<file path="src/hdl/pipeCtrlPkg.sv">
`default_nettype none

package pipeCtrlPkg;

	// immediate formats built in decode
	typedef enum logic [2:0] {
		immI,
		immShift,
		immS,
		immB,
		immU
	} immSelE;

	typedef enum logic [2:0] {
		brNone,
		brEq,
		brNe,
		brLt,
		brGe
	} branchE;

	// operand source in execute
	typedef enum logic [1:0] {
		fwdNone,
		fwdWb,
		fwdMem
	} fwdSelE;

	typedef enum logic {
		resultAlu,
		resultMem
	} resultSelE;

endpackage

`default_nettype wire

</file>
<file path="src/hdl/rvIsaPkg.sv">
`default_nettype none

package rvIsaPkg;

	typedef logic [31:0] wordT;
	typedef logic [4:0] regIdxT;

	// major opcodes kept by this core
	typedef enum logic [6:0] {
		opNull   = 7'b0000000,
		opLoad   = 7'b0000011,
		opStore  = 7'b0100011,
		opRtype  = 7'b0110011,
		opItype  = 7'b0010011,
		opBranch = 7'b1100011,
		opLui    = 7'b0110111
	} opcodeE;

	typedef enum logic [3:0] {
		aluAdd,
		aluSub,
		aluAnd,
		aluOr,
		aluXor,
		aluSll,
		aluSrl,
		aluSra,
		aluSlt,
		aluSltu
	} aluOpE;

	// alu funct3 codes, shared by R-type and I-type
	localparam logic [2:0] f3AddSub = 3'b000;
	localparam logic [2:0] f3Sll    = 3'b001;
	localparam logic [2:0] f3Slt    = 3'b010;
	localparam logic [2:0] f3Sltu   = 3'b011;
	localparam logic [2:0] f3Xor    = 3'b100;
	localparam logic [2:0] f3Srl    = 3'b101;
	localparam logic [2:0] f3Or     = 3'b110;
	localparam logic [2:0] f3And    = 3'b111;

	// branch funct3 codes
	localparam logic [2:0] f3Beq = 3'b000;
	localparam logic [2:0] f3Bne = 3'b001;
	localparam logic [2:0] f3Blt = 3'b100;
	localparam logic [2:0] f3Bge = 3'b101;

endpackage

`default_nettype wire

</file>
<file path="src/hdl/dataMem.sv">
`timescale 1ns/1ns
`default_nettype none

module dataMem #(
	parameter int dataDepth = 64
) (
	input wire logic clk,
	input wire logic wrEn,
	input wire rvIsaPkg::wordT addr,
	input wire rvIsaPkg::wordT wrData,
	output rvIsaPkg::wordT rdData
);

	rvIsaPkg::wordT mem [dataDepth];
	logic [31:0] wordIdx;

	// byte address to word index, wrapping at the depth
	assign wordIdx = (addr >> 2) % dataDepth;

	always_ff @(posedge clk) begin
		if (wrEn) begin
			mem[wordIdx] <= wrData;
		end
	end

	assign rdData = mem[wordIdx];

endmodule

`default_nettype wire

</file>
<file path="src/hdl/execUnit.sv">
`timescale 1ns/1ns
`default_nettype none

module execUnit (
	input wire rvIsaPkg::wordT rd1,
	input wire rvIsaPkg::wordT rd2,
	input wire pipeCtrlPkg::fwdSelE fwdA,
	input wire pipeCtrlPkg::fwdSelE fwdB,
	input wire rvIsaPkg::wordT memResult,
	input wire rvIsaPkg::wordT wbResult,
	input wire rvIsaPkg::wordT pc,
	input wire rvIsaPkg::wordT imm,
	input wire logic aluSrcImm,
	input wire logic aluSrcZero,
	input wire rvIsaPkg::aluOpE aluOp,
	input wire pipeCtrlPkg::branchE branch,
	output rvIsaPkg::wordT aluResult,
	output rvIsaPkg::wordT storeData,
	output rvIsaPkg::wordT branchTarget,
	output logic taken
);

	rvIsaPkg::wordT srcA;
	rvIsaPkg::wordT aluA;
	rvIsaPkg::wordT aluB;
	logic [4:0] shamt;

	function automatic rvIsaPkg::wordT fwdMux(input pipeCtrlPkg::fwdSelE sel,
		input rvIsaPkg::wordT regVal, input rvIsaPkg::wordT memVal,
		input rvIsaPkg::wordT wbVal);
		rvIsaPkg::wordT val;
		case (sel)
			pipeCtrlPkg::fwdMem: val = memVal;
			pipeCtrlPkg::fwdWb:  val = wbVal;
			default:             val = regVal;
		endcase
		return val;
	endfunction

	// forwarded rs2 doubles as store data
	assign srcA = fwdMux(fwdA, rd1, memResult, wbResult);
	assign storeData = fwdMux(fwdB, rd2, memResult, wbResult);

	assign aluA = aluSrcZero ? '0 : srcA;
	assign aluB = aluSrcImm ? imm : storeData;
	assign shamt = aluB[4:0];

	always_comb begin
		case (aluOp)
			rvIsaPkg::aluAdd:  aluResult = aluA + aluB;
			rvIsaPkg::aluSub:  aluResult = aluA - aluB;
			rvIsaPkg::aluAnd:  aluResult = aluA & aluB;
			rvIsaPkg::aluOr:   aluResult = aluA | aluB;
			rvIsaPkg::aluXor:  aluResult = aluA ^ aluB;
			rvIsaPkg::aluSll:  aluResult = aluA << shamt;
			rvIsaPkg::aluSrl:  aluResult = aluA >> shamt;
			rvIsaPkg::aluSra:  aluResult = $signed(aluA) >>> shamt;
			rvIsaPkg::aluSlt:  aluResult = {31'b0, $signed(aluA) < $signed(aluB)};
			rvIsaPkg::aluSltu: aluResult = {31'b0, aluA < aluB};
			default:           aluResult = '0;
		endcase
	end

	// compare on the forwarded register values
	always_comb begin
		case (branch)
			pipeCtrlPkg::brEq: taken = (srcA == storeData);
			pipeCtrlPkg::brNe: taken = (srcA != storeData);
			pipeCtrlPkg::brLt: taken = ($signed(srcA) < $signed(storeData));
			pipeCtrlPkg::brGe: taken = ($signed(srcA) >= $signed(storeData));
			default:           taken = 1'b0;
		endcase
	end

	assign branchTarget = pc + imm;

endmodule

`default_nettype wire

</file>
<file path="src/hdl/hazardUnit.sv">
`timescale 1ns/1ns
`default_nettype none

module hazardUnit (
	input wire rvIsaPkg::regIdxT rs1D,
	input wire rvIsaPkg::regIdxT rs2D,
	input wire rvIsaPkg::regIdxT rs1E,
	input wire rvIsaPkg::regIdxT rs2E,
	input wire rvIsaPkg::regIdxT rdE,
	input wire rvIsaPkg::regIdxT rdM,
	input wire rvIsaPkg::regIdxT rdW,
	input wire logic loadE,
	input wire logic regWriteM,
	input wire logic regWriteW,
	input wire logic takenE,
	output pipeCtrlPkg::fwdSelE fwdA,
	output pipeCtrlPkg::fwdSelE fwdB,
	output logic stall,
	output logic flushD,
	output logic flushE
);

	// memory stage is younger, so it wins over writeback
	function automatic pipeCtrlPkg::fwdSelE fwdFor(input rvIsaPkg::regIdxT src);
		pipeCtrlPkg::fwdSelE sel;
		if (src != '0 && regWriteM && src == rdM) begin
			sel = pipeCtrlPkg::fwdMem;
		end else if (src != '0 && regWriteW && src == rdW) begin
			sel = pipeCtrlPkg::fwdWb;
		end else begin
			sel = pipeCtrlPkg::fwdNone;
		end
		return sel;
	endfunction

	assign fwdA = fwdFor(rs1E);
	assign fwdB = fwdFor(rs2E);

	// load data is not ready until writeback
	assign stall = loadE && (rdE != '0) && (rs1D == rdE || rs2D == rdE);
	assign flushD = takenE;
	assign flushE = stall || takenE;

endmodule

`default_nettype wire

</file>
<file path="src/hdl/instrDecoder.sv">
`timescale 1ns/1ns
`default_nettype none

module instrDecoder (
	input wire rvIsaPkg::wordT instr,
	output logic regWrite,
	output logic memWrite,
	output pipeCtrlPkg::resultSelE resultSel,
	output logic aluSrcImm,
	output logic aluSrcZero,
	output rvIsaPkg::aluOpE aluOp,
	output pipeCtrlPkg::branchE branch,
	output rvIsaPkg::wordT imm
);

	rvIsaPkg::opcodeE opcode;
	logic [2:0] funct3;
	logic isShift;
	pipeCtrlPkg::immSelE immSel;

	assign opcode = rvIsaPkg::opcodeE'(instr[6:0]);
	assign funct3 = instr[14:12];
	assign isShift = (funct3 == rvIsaPkg::f3Sll) || (funct3 == rvIsaPkg::f3Srl);

	// alt is bit 30 where it selects SUB or SRA
	function automatic rvIsaPkg::aluOpE aluFromFunct3(input logic [2:0] f3, input logic alt);
		rvIsaPkg::aluOpE op;
		case (f3)
			rvIsaPkg::f3AddSub: op = alt ? rvIsaPkg::aluSub : rvIsaPkg::aluAdd;
			rvIsaPkg::f3Sll:    op = rvIsaPkg::aluSll;
			rvIsaPkg::f3Slt:    op = rvIsaPkg::aluSlt;
			rvIsaPkg::f3Sltu:   op = rvIsaPkg::aluSltu;
			rvIsaPkg::f3Xor:    op = rvIsaPkg::aluXor;
			rvIsaPkg::f3Srl:    op = alt ? rvIsaPkg::aluSra : rvIsaPkg::aluSrl;
			rvIsaPkg::f3Or:     op = rvIsaPkg::aluOr;
			default:            op = rvIsaPkg::aluAnd;
		endcase
		return op;
	endfunction

	always_comb begin
		regWrite = 1'b0;
		memWrite = 1'b0;
		resultSel = pipeCtrlPkg::resultAlu;
		aluSrcImm = 1'b0;
		aluSrcZero = 1'b0;
		aluOp = rvIsaPkg::aluAdd;
		branch = pipeCtrlPkg::brNone;
		immSel = pipeCtrlPkg::immI;
		case (opcode)
			rvIsaPkg::opLoad: begin
				regWrite = 1'b1;
				resultSel = pipeCtrlPkg::resultMem;
				aluSrcImm = 1'b1;
			end
			rvIsaPkg::opStore: begin
				memWrite = 1'b1;
				aluSrcImm = 1'b1;
				immSel = pipeCtrlPkg::immS;
			end
			rvIsaPkg::opRtype: begin
				regWrite = 1'b1;
				aluOp = aluFromFunct3(funct3, instr[30]);
			end
			rvIsaPkg::opItype: begin
				regWrite = 1'b1;
				aluSrcImm = 1'b1;
				// addi ignores bit 30, only srai uses it
				aluOp = aluFromFunct3(funct3, instr[30] && funct3 == rvIsaPkg::f3Srl);
				if (isShift) begin
					immSel = pipeCtrlPkg::immShift;
				end
			end
			rvIsaPkg::opBranch: begin
				immSel = pipeCtrlPkg::immB;
				case (funct3)
					rvIsaPkg::f3Beq: branch = pipeCtrlPkg::brEq;
					rvIsaPkg::f3Bne: branch = pipeCtrlPkg::brNe;
					rvIsaPkg::f3Blt: branch = pipeCtrlPkg::brLt;
					rvIsaPkg::f3Bge: branch = pipeCtrlPkg::brGe;
					default:         branch = pipeCtrlPkg::brNone;
				endcase
			end
			rvIsaPkg::opLui: begin
				// upper immediate added to a zero A operand
				regWrite = 1'b1;
				aluSrcImm = 1'b1;
				aluSrcZero = 1'b1;
				immSel = pipeCtrlPkg::immU;
			end
			// bubble, keeps the defaults
			rvIsaPkg::opNull: ;
			default: ;
		endcase
	end

	always_comb begin
		case (immSel)
			pipeCtrlPkg::immI:     imm = {{20{instr[31]}}, instr[31:20]};
			pipeCtrlPkg::immShift: imm = {27'b0, instr[24:20]};
			pipeCtrlPkg::immS:     imm = {{20{instr[31]}}, instr[31:25], instr[11:7]};
			pipeCtrlPkg::immB:     imm = {{19{instr[31]}}, instr[31], instr[7], instr[30:25],
				instr[11:8], 1'b0};
			pipeCtrlPkg::immU:     imm = {instr[31:12], 12'b0};
			default:               imm = '0;
		endcase
	end

endmodule

`default_nettype wire

</file>
<file path="src/hdl/regFile.sv">
`timescale 1ns/1ns
`default_nettype none

module regFile (
	input wire logic clk,
	input wire logic rst,
	input wire rvIsaPkg::regIdxT rs1,
	input wire rvIsaPkg::regIdxT rs2,
	input wire rvIsaPkg::regIdxT rd,
	input wire logic wrEn,
	input wire rvIsaPkg::wordT wrData,
	output rvIsaPkg::wordT rd1,
	output rvIsaPkg::wordT rd2
);

	rvIsaPkg::wordT regs [32];
	logic doWrite;

	// x0 is never written
	assign doWrite = wrEn && (rd != '0);

	always_ff @(posedge clk) begin
		if (rst) begin
			for (int i = 0; i < 32; i++) begin
				regs[i] <= '0;
			end
		end else if (doWrite) begin
			regs[rd] <= wrData;
		end
	end

	// same-cycle write is bypassed to the read ports
	assign rd1 = (rs1 == '0) ? '0 : (doWrite && rd == rs1) ? wrData : regs[rs1];
	assign rd2 = (rs2 == '0) ? '0 : (doWrite && rd == rs2) ? wrData : regs[rs2];

endmodule

`default_nettype wire

</file>
<file path="src/hdl/rvPipeCore.sv">
`timescale 1ns/1ns
`default_nettype none

module rvPipeCore #(
	parameter int dataDepth = 64
) (
	input wire logic clk,
	input wire logic rst,
	input wire rvIsaPkg::wordT instr,
	output rvIsaPkg::wordT instrAddr,
	output logic storeValid,
	output rvIsaPkg::wordT storeAddr,
	output rvIsaPkg::wordT storeData
);

	// fetch
	rvIsaPkg::wordT pc;
	rvIsaPkg::wordT pcNext;

	// decode
	rvIsaPkg::wordT instrD;
	rvIsaPkg::wordT pcD;
	rvIsaPkg::regIdxT rs1D;
	rvIsaPkg::regIdxT rs2D;
	rvIsaPkg::regIdxT rdD;
	logic regWriteD;
	logic memWriteD;
	pipeCtrlPkg::resultSelE wbSelD;
	logic aluSrcImmD;
	logic aluSrcZeroD;
	rvIsaPkg::aluOpE aluCtrlD;
	pipeCtrlPkg::branchE brTypeD;
	rvIsaPkg::wordT immD;
	rvIsaPkg::wordT rd1D;
	rvIsaPkg::wordT rd2D;

	// execute
	logic regWriteE;
	logic memWriteE;
	pipeCtrlPkg::resultSelE wbSelE;
	logic aluSrcImmE;
	logic aluSrcZeroE;
	rvIsaPkg::aluOpE aluCtrlE;
	pipeCtrlPkg::branchE brTypeE;
	rvIsaPkg::wordT immE;
	rvIsaPkg::wordT rd1E;
	rvIsaPkg::wordT rd2E;
	rvIsaPkg::wordT pcE;
	rvIsaPkg::regIdxT rs1E;
	rvIsaPkg::regIdxT rs2E;
	rvIsaPkg::regIdxT rdE;
	rvIsaPkg::wordT aluResultE;
	rvIsaPkg::wordT storeDataE;
	rvIsaPkg::wordT branchTargetE;
	logic takenE;
	logic loadE;

	// memory
	logic regWriteM;
	logic memWriteM;
	pipeCtrlPkg::resultSelE wbSelM;
	rvIsaPkg::regIdxT rdM;
	rvIsaPkg::wordT aluResultM;
	rvIsaPkg::wordT storeDataM;
	rvIsaPkg::wordT readDataM;

	// writeback
	logic regWriteW;
	pipeCtrlPkg::resultSelE wbSelW;
	rvIsaPkg::regIdxT rdW;
	rvIsaPkg::wordT aluResultW;
	rvIsaPkg::wordT readDataW;
	rvIsaPkg::wordT resultW;

	// hazard controls
	pipeCtrlPkg::fwdSelE fwdA;
	pipeCtrlPkg::fwdSelE fwdB;
	logic stall;
	logic flushD;
	logic flushE;

	assign pcNext = takenE ? branchTargetE : pc + 32'd4;
	assign instrAddr = pc;

	always_ff @(posedge clk) begin
		if (rst) begin
			pc <= '0;
		end else if (!stall) begin
			pc <= pcNext;
		end
	end

	// all-zero instruction is the bubble
	always_ff @(posedge clk) begin
		if (rst || flushD) begin
			instrD <= '0;
		end else if (!stall) begin
			instrD <= instr;
			pcD <= pc;
		end
	end

	assign rs1D = instrD[19:15];
	assign rs2D = instrD[24:20];
	assign rdD = instrD[11:7];

	instrDecoder decoder_i (
		.instr(instrD),
		.regWrite(regWriteD),
		.memWrite(memWriteD),
		.resultSel(wbSelD),
		.aluSrcImm(aluSrcImmD),
		.aluSrcZero(aluSrcZeroD),
		.aluOp(aluCtrlD),
		.branch(brTypeD),
		.imm(immD)
	);

	regFile regFile_i (
		.clk(clk),
		.rst(rst),
		.rs1(rs1D),
		.rs2(rs2D),
		.rd(rdW),
		.wrEn(regWriteW),
		.wrData(resultW),
		.rd1(rd1D),
		.rd2(rd2D)
	);

	// decode/execute control, cleared to a bubble on flush
	always_ff @(posedge clk) begin
		if (rst || flushE) begin
			regWriteE <= 1'b0;
			memWriteE <= 1'b0;
			wbSelE <= pipeCtrlPkg::resultAlu;
			brTypeE <= pipeCtrlPkg::brNone;
			rs1E <= '0;
			rs2E <= '0;
			rdE <= '0;
		end else begin
			regWriteE <= regWriteD;
			memWriteE <= memWriteD;
			wbSelE <= wbSelD;
			brTypeE <= brTypeD;
			rs1E <= rs1D;
			rs2E <= rs2D;
			rdE <= rdD;
		end
	end

	always_ff @(posedge clk) begin
		aluSrcImmE <= aluSrcImmD;
		aluSrcZeroE <= aluSrcZeroD;
		aluCtrlE <= aluCtrlD;
		immE <= immD;
		rd1E <= rd1D;
		rd2E <= rd2D;
		pcE <= pcD;
	end

	assign loadE = (wbSelE == pipeCtrlPkg::resultMem);

	execUnit exec_i (
		.rd1(rd1E),
		.rd2(rd2E),
		.fwdA(fwdA),
		.fwdB(fwdB),
		.memResult(aluResultM),
		.wbResult(resultW),
		.pc(pcE),
		.imm(immE),
		.aluSrcImm(aluSrcImmE),
		.aluSrcZero(aluSrcZeroE),
		.aluOp(aluCtrlE),
		.branch(brTypeE),
		.aluResult(aluResultE),
		.storeData(storeDataE),
		.branchTarget(branchTargetE),
		.taken(takenE)
	);

	hazardUnit hazard_i (
		.rs1D(rs1D),
		.rs2D(rs2D),
		.rs1E(rs1E),
		.rs2E(rs2E),
		.rdE(rdE),
		.rdM(rdM),
		.rdW(rdW),
		.loadE(loadE),
		.regWriteM(regWriteM),
		.regWriteW(regWriteW),
		.takenE(takenE),
		.fwdA(fwdA),
		.fwdB(fwdB),
		.stall(stall),
		.flushD(flushD),
		.flushE(flushE)
	);

	always_ff @(posedge clk) begin
		if (rst) begin
			regWriteM <= 1'b0;
			memWriteM <= 1'b0;
			wbSelM <= pipeCtrlPkg::resultAlu;
			rdM <= '0;
		end else begin
			regWriteM <= regWriteE;
			memWriteM <= memWriteE;
			wbSelM <= wbSelE;
			rdM <= rdE;
		end
	end

	always_ff @(posedge clk) begin
		aluResultM <= aluResultE;
		storeDataM <= storeDataE;
	end

	// store port mirrors the data memory write
	assign storeValid = memWriteM;
	assign storeAddr = aluResultM;
	assign storeData = storeDataM;

	dataMem #(
		.dataDepth(dataDepth)
	) dataMem_i (
		.clk(clk),
		.wrEn(memWriteM),
		.addr(aluResultM),
		.wrData(storeDataM),
		.rdData(readDataM)
	);

	always_ff @(posedge clk) begin
		if (rst) begin
			regWriteW <= 1'b0;
			wbSelW <= pipeCtrlPkg::resultAlu;
			rdW <= '0;
		end else begin
			regWriteW <= regWriteM;
			wbSelW <= wbSelM;
			rdW <= rdM;
		end
	end

	always_ff @(posedge clk) begin
		aluResultW <= aluResultM;
		readDataW <= readDataM;
	end

	assign resultW = (wbSelW == pipeCtrlPkg::resultMem) ? readDataW : aluResultW;

endmodule

`default_nettype wire

</file>
<file path="config.mk">
export PLATFORM = sky130hd
export DESIGN_NAME = rvPipeCore
export DESIGN_NICKNAME = d
export VERILOG_FILES = /design/src/hdl/pipeCtrlPkg.sv /design/src/hdl/rvIsaPkg.sv /design/src/hdl/dataMem.sv /design/src/hdl/execUnit.sv /design/src/hdl/hazardUnit.sv /design/src/hdl/instrDecoder.sv /design/src/hdl/regFile.sv /design/src/hdl/rvPipeCore.sv
export SDC_FILE = /design/constraint.sdc
export NUM_CORES = 2
export LEC_CHECK = 0
export BUFFER_PORTS_ARGS = -buffer_cell sky130_fd_sc_hd__buf_2
export CORE_MARGIN = 2
export CORE_UTILIZATION = 41
export CTS_CLUSTER_DIAMETER = 120
export DETAILED_ROUTE_END_ITERATION = 16
export SYNTH_ARGS = -nofsm -noshare
export SYNTH_HDL_FRONTEND = slang
export SYNTH_SLANG_ARGS = --single-unit
export TNS_END_PERCENT = 100
</file>
<file path="constraint.sdc">
create_clock -name clk -period 8.9 [get_ports clk]
set_clock_uncertainty 0.1 [all_clocks]
set_input_delay 1.335 -clock clk [delete_from_list [all_inputs] [get_ports clk]]
set_output_delay 1.335 -clock clk [all_outputs]
set_load 0.05 [all_outputs]
</file>
==> metrics.txt <==
Post-Syn Instances 10.1k; area delta synth->final 13.4%; layout cells sized above 1 0.193; worst setup path class register to register; Hold Path End pcE[16]$_DFF_P_; Fill cells 31.3k; Final Hold Viols 0; final core occ 0.466; CP arrival roughly 7700 ps; Leak ~56 nW; slack of the critical path 1850 ps; actual slew at the worst max-slew pin 1550 ps; number of gates resized after cts 0; Worst R2R Path Depth 19; Final setup viols 0; I/O pin total 131; largest net degree at the start of global routing 112; vias in the first global route 95.7k; gpl congestion 1.02; number of synthesized flops with an enable pin about 3.1k; Yosys reg bits 3476; CTS root buf clkbuf_16; worst flop-to-flop path startpoint rdW[3]$_SDFF_PP0_; Placed Cells 14.7k; Detailed Route WL 553000 um; Clock transition at path regs 60 ps; Max clock buf depth 4; die span in y 609 um; Final nets 10.4k; status complete, but fails checks; TritonCTS buffer count 363; chip width 609 um; Rows between 200 and 250; post-route setup TNS 0 ps; most frequent cells in the layout 3104 x edfxtp_1, 1180 x nor2_1, 837 x a22oi_1; RSZ-0062 raised after global routing false; Remaining DRCs 0; min-delay src pcD[16]$_DFFE_PP_; Crit Reg-Reg Endpoint instrAddr[7]$_SDFFE_PP0N_; drt first-iter violations 14.2k; Slew HR -0.0427; syn_area_per_cell roughly 15 um^2; clk_lat worst skew 1000 ps; Port Buffers 130; CP Max Fanout between 40 and 50; total core area about 0.36 mm^2; Max Fclk approximately 140 MHz; Synth cell types 101; HP Class register to register; ys flop type edfxtp_1; hold depth 0; Routed Antenna Nets 0; Pre-antenna DRT Iters 6; Max VDD drop 0.000219 V; Critical Path End Type register; GRT Util Overall 0.290; cts hold-fix bufs 0; internal reg-to-reg setup slack between 1500 and 2000 ps; vias between 90k and 100k; DP HPWL 338000 um; Synth Warn # 0; die area 0.371 mm^2; Starting Density 0.411; Worst Path Required 9590 ps; # Post-CTS Setup Buffers 0; Vias/cell 6.50; CP startpoint kind register; failing checks capacitance limit, slew limit; Final Cycle Share 0.792; first-pass GRT wire length ~760000 um; ys async rst share 0; CTS Sinks approximately 3.5k; Max Slew Vio Count 4; dpl ws approximately 1900 ps; commonest non-fill, non-tap cell in the layout edfxtp_1; Final Non-Filler Cells 15.4k; fin crit period approximately 7100 ps; htree depth 5; CTS tree yes; Power Dens Cells 258 mW/mm^2; Post-Syn Area roughly 0.15 mm^2; initial antenna violation count 30; wire length per cell 36.0 um; max-cap violation count 2; grt total ovfl 0; sequential element share of the synthesized area 0.670
==> cell usage after synthesis, drive strengths merged (30+ instances only) <==
library cell,number,share of area
nor2,1249,0.031
a21oi,289,0.0097
a211oi,158,0.0079
nand3,110,0.0037
a221oi,129,0.0076
a31oi,148,0.0062
xnor2,56,0.0033
o211ai,30,0.0015
nor2b,106,0.0044
buf,153,0.0042
nor3,102,0.0034
a41oi,121,0.0071
a21o,79,0.0040
edfxtp,3104,0.62
nand2,409,0.010
a22o,108,0.0063
mux4,642,0.096
mux2,60,0.0045
dfxtp,372,0.050
inv,153,0.0038
nand2b,62,0.0026
nor4,71,0.0030
ha,161,0.013
a22oi,838,0.042
clkbuf,666,0.017
o21ai,187,0.0063
and3,33,0.0014
mux2i,92,0.0061
nand4,52,0.0022
o21bai,32,0.0016
and2,33,0.0014
==> report_power, final <==
part | total, mW | leakage, nW | internal [mW] | switching (mW)
Clock | 15.0 | 5.67 | 8.45 | 6.58
Sequential | 19.3 | 32.7 | 18.5 | 0.752
Combinational | 9.67 | 17.9 | 2.62 | 7.05
==> critical path, cell delays in order (launching register included) <==
cell and delay, ps:
dfxtp_1 640, xor2_1 150, nor4_2 290, buf_4 200, and2_2 680, buf_4 300
o21ai_0 80, o21ai_0 360, inv_1 90, ha_1 320, nand4_1 160, nor4_1 80
a221o_1 320, a221o_1 320, a2111oi_0 560, mux2i_1 210, o41ai_1 260, nand2b_2 840
mux2_2 410, a2111oi_0 460
==> registers in the layout (all words and copies together) (netlist names), 3 cells and up, named ones only <==
register        cells
brTypeE             3
rdE                 5
regFile_i.regs   1024
storeData          32
instrAddr          32
pcD                32
rdW                 5
rdM                 5
rd1E               32
immE               32
aluResultW         32
instrD             32
pcE                32
storeAddr          32
rd2E               32
rs2E                5
dataMem_i.mem    2048
readDataW          32
aluCtrlE            4
rs1E                5
==> cell type report <==
| class | instances | area, um^2 | share of cell area |
|---|---|---|---|
| antenna | 30 | 75.1 | 0.000441 |
| clock buffer | 446 | 9580 | 0.0563 |
| clock inverter | 220 | 2020 | 0.0119 |
| inverter | 153 | 577 | 0.00339 |
| multi-input combinational | 5692 | 47300 | 0.278 |
| sequential | 3476 | 101000 | 0.592 |
| tap | 4816 | 6030 | 0.0354 |
| timing repair buffer | 522 | 3860 | 0.0227 |
==> metal layers <==
layer | track usage | up-vias | wire (um) | part of all wire
li1 | - | 40500 | - | -
met1 | 0.395 | 51700 | 214000 | 0.39
met2 | 0.451 | 6546 | 253000 | 0.46
met3 | 0.0637 | 1015 | 59400 | 0.11
met4 | 0.120 | 6 | 26300 | 0.048
met5 | 0.00400 | - | 223 | 0.00040
==> through the flow <==
step	hold slack [ps]	total power [mW]	instance area, um^2
5_1_grt	241	45.0	170000
3_5_place_dp	228	29.1	159000
4_1_cts	239	43.9	170000
3_3_place_gp	225	29.0	159000
2_1_floorplan	223	24.3	150000
6_report	232	44.0	170000
==> cells by family (layout without fill, tap and decap cells) <==
group,count (synthesis),in the layout,synth area share
fa+ha+maj,164,164,0.0138
flops,3476,3476,0.670
xor+xnor,83,83,0.00484
mux,794,794,0.107
compound gates,2320,2320,0.112
buf+inv,972,1341,0.0247
simple gates,2299,2299,0.0673
other cells,1,62,0.0000250
==> worst max path at each step <==
stage	start	to	slack, ps
after global routing	rdW[3]$_SDFF_PP0_	register	1390
after global placement	rdW[3]$_SDFF_PP0_	brTypeE[2]$_SDFF_PP0_	2130
final	rdW[3]$_SDFF_PP0_	instrAddr[7]$_SDFFE_PP0N_	1850
after floorplan	rdW[1]$_SDFF_PP0_	pcD[0]$_DFFE_PP_	2430
after CTS	rdW[3]$_SDFF_PP0_	instrAddr[7]$_SDFFE_PP0N_	1870
after detailed placement	wbSelW$_SDFF_PP0_	instrAddr[7]$_SDFFE_PP0N_	1860
No activity file was read; power rests on OpenSTA's default activity.
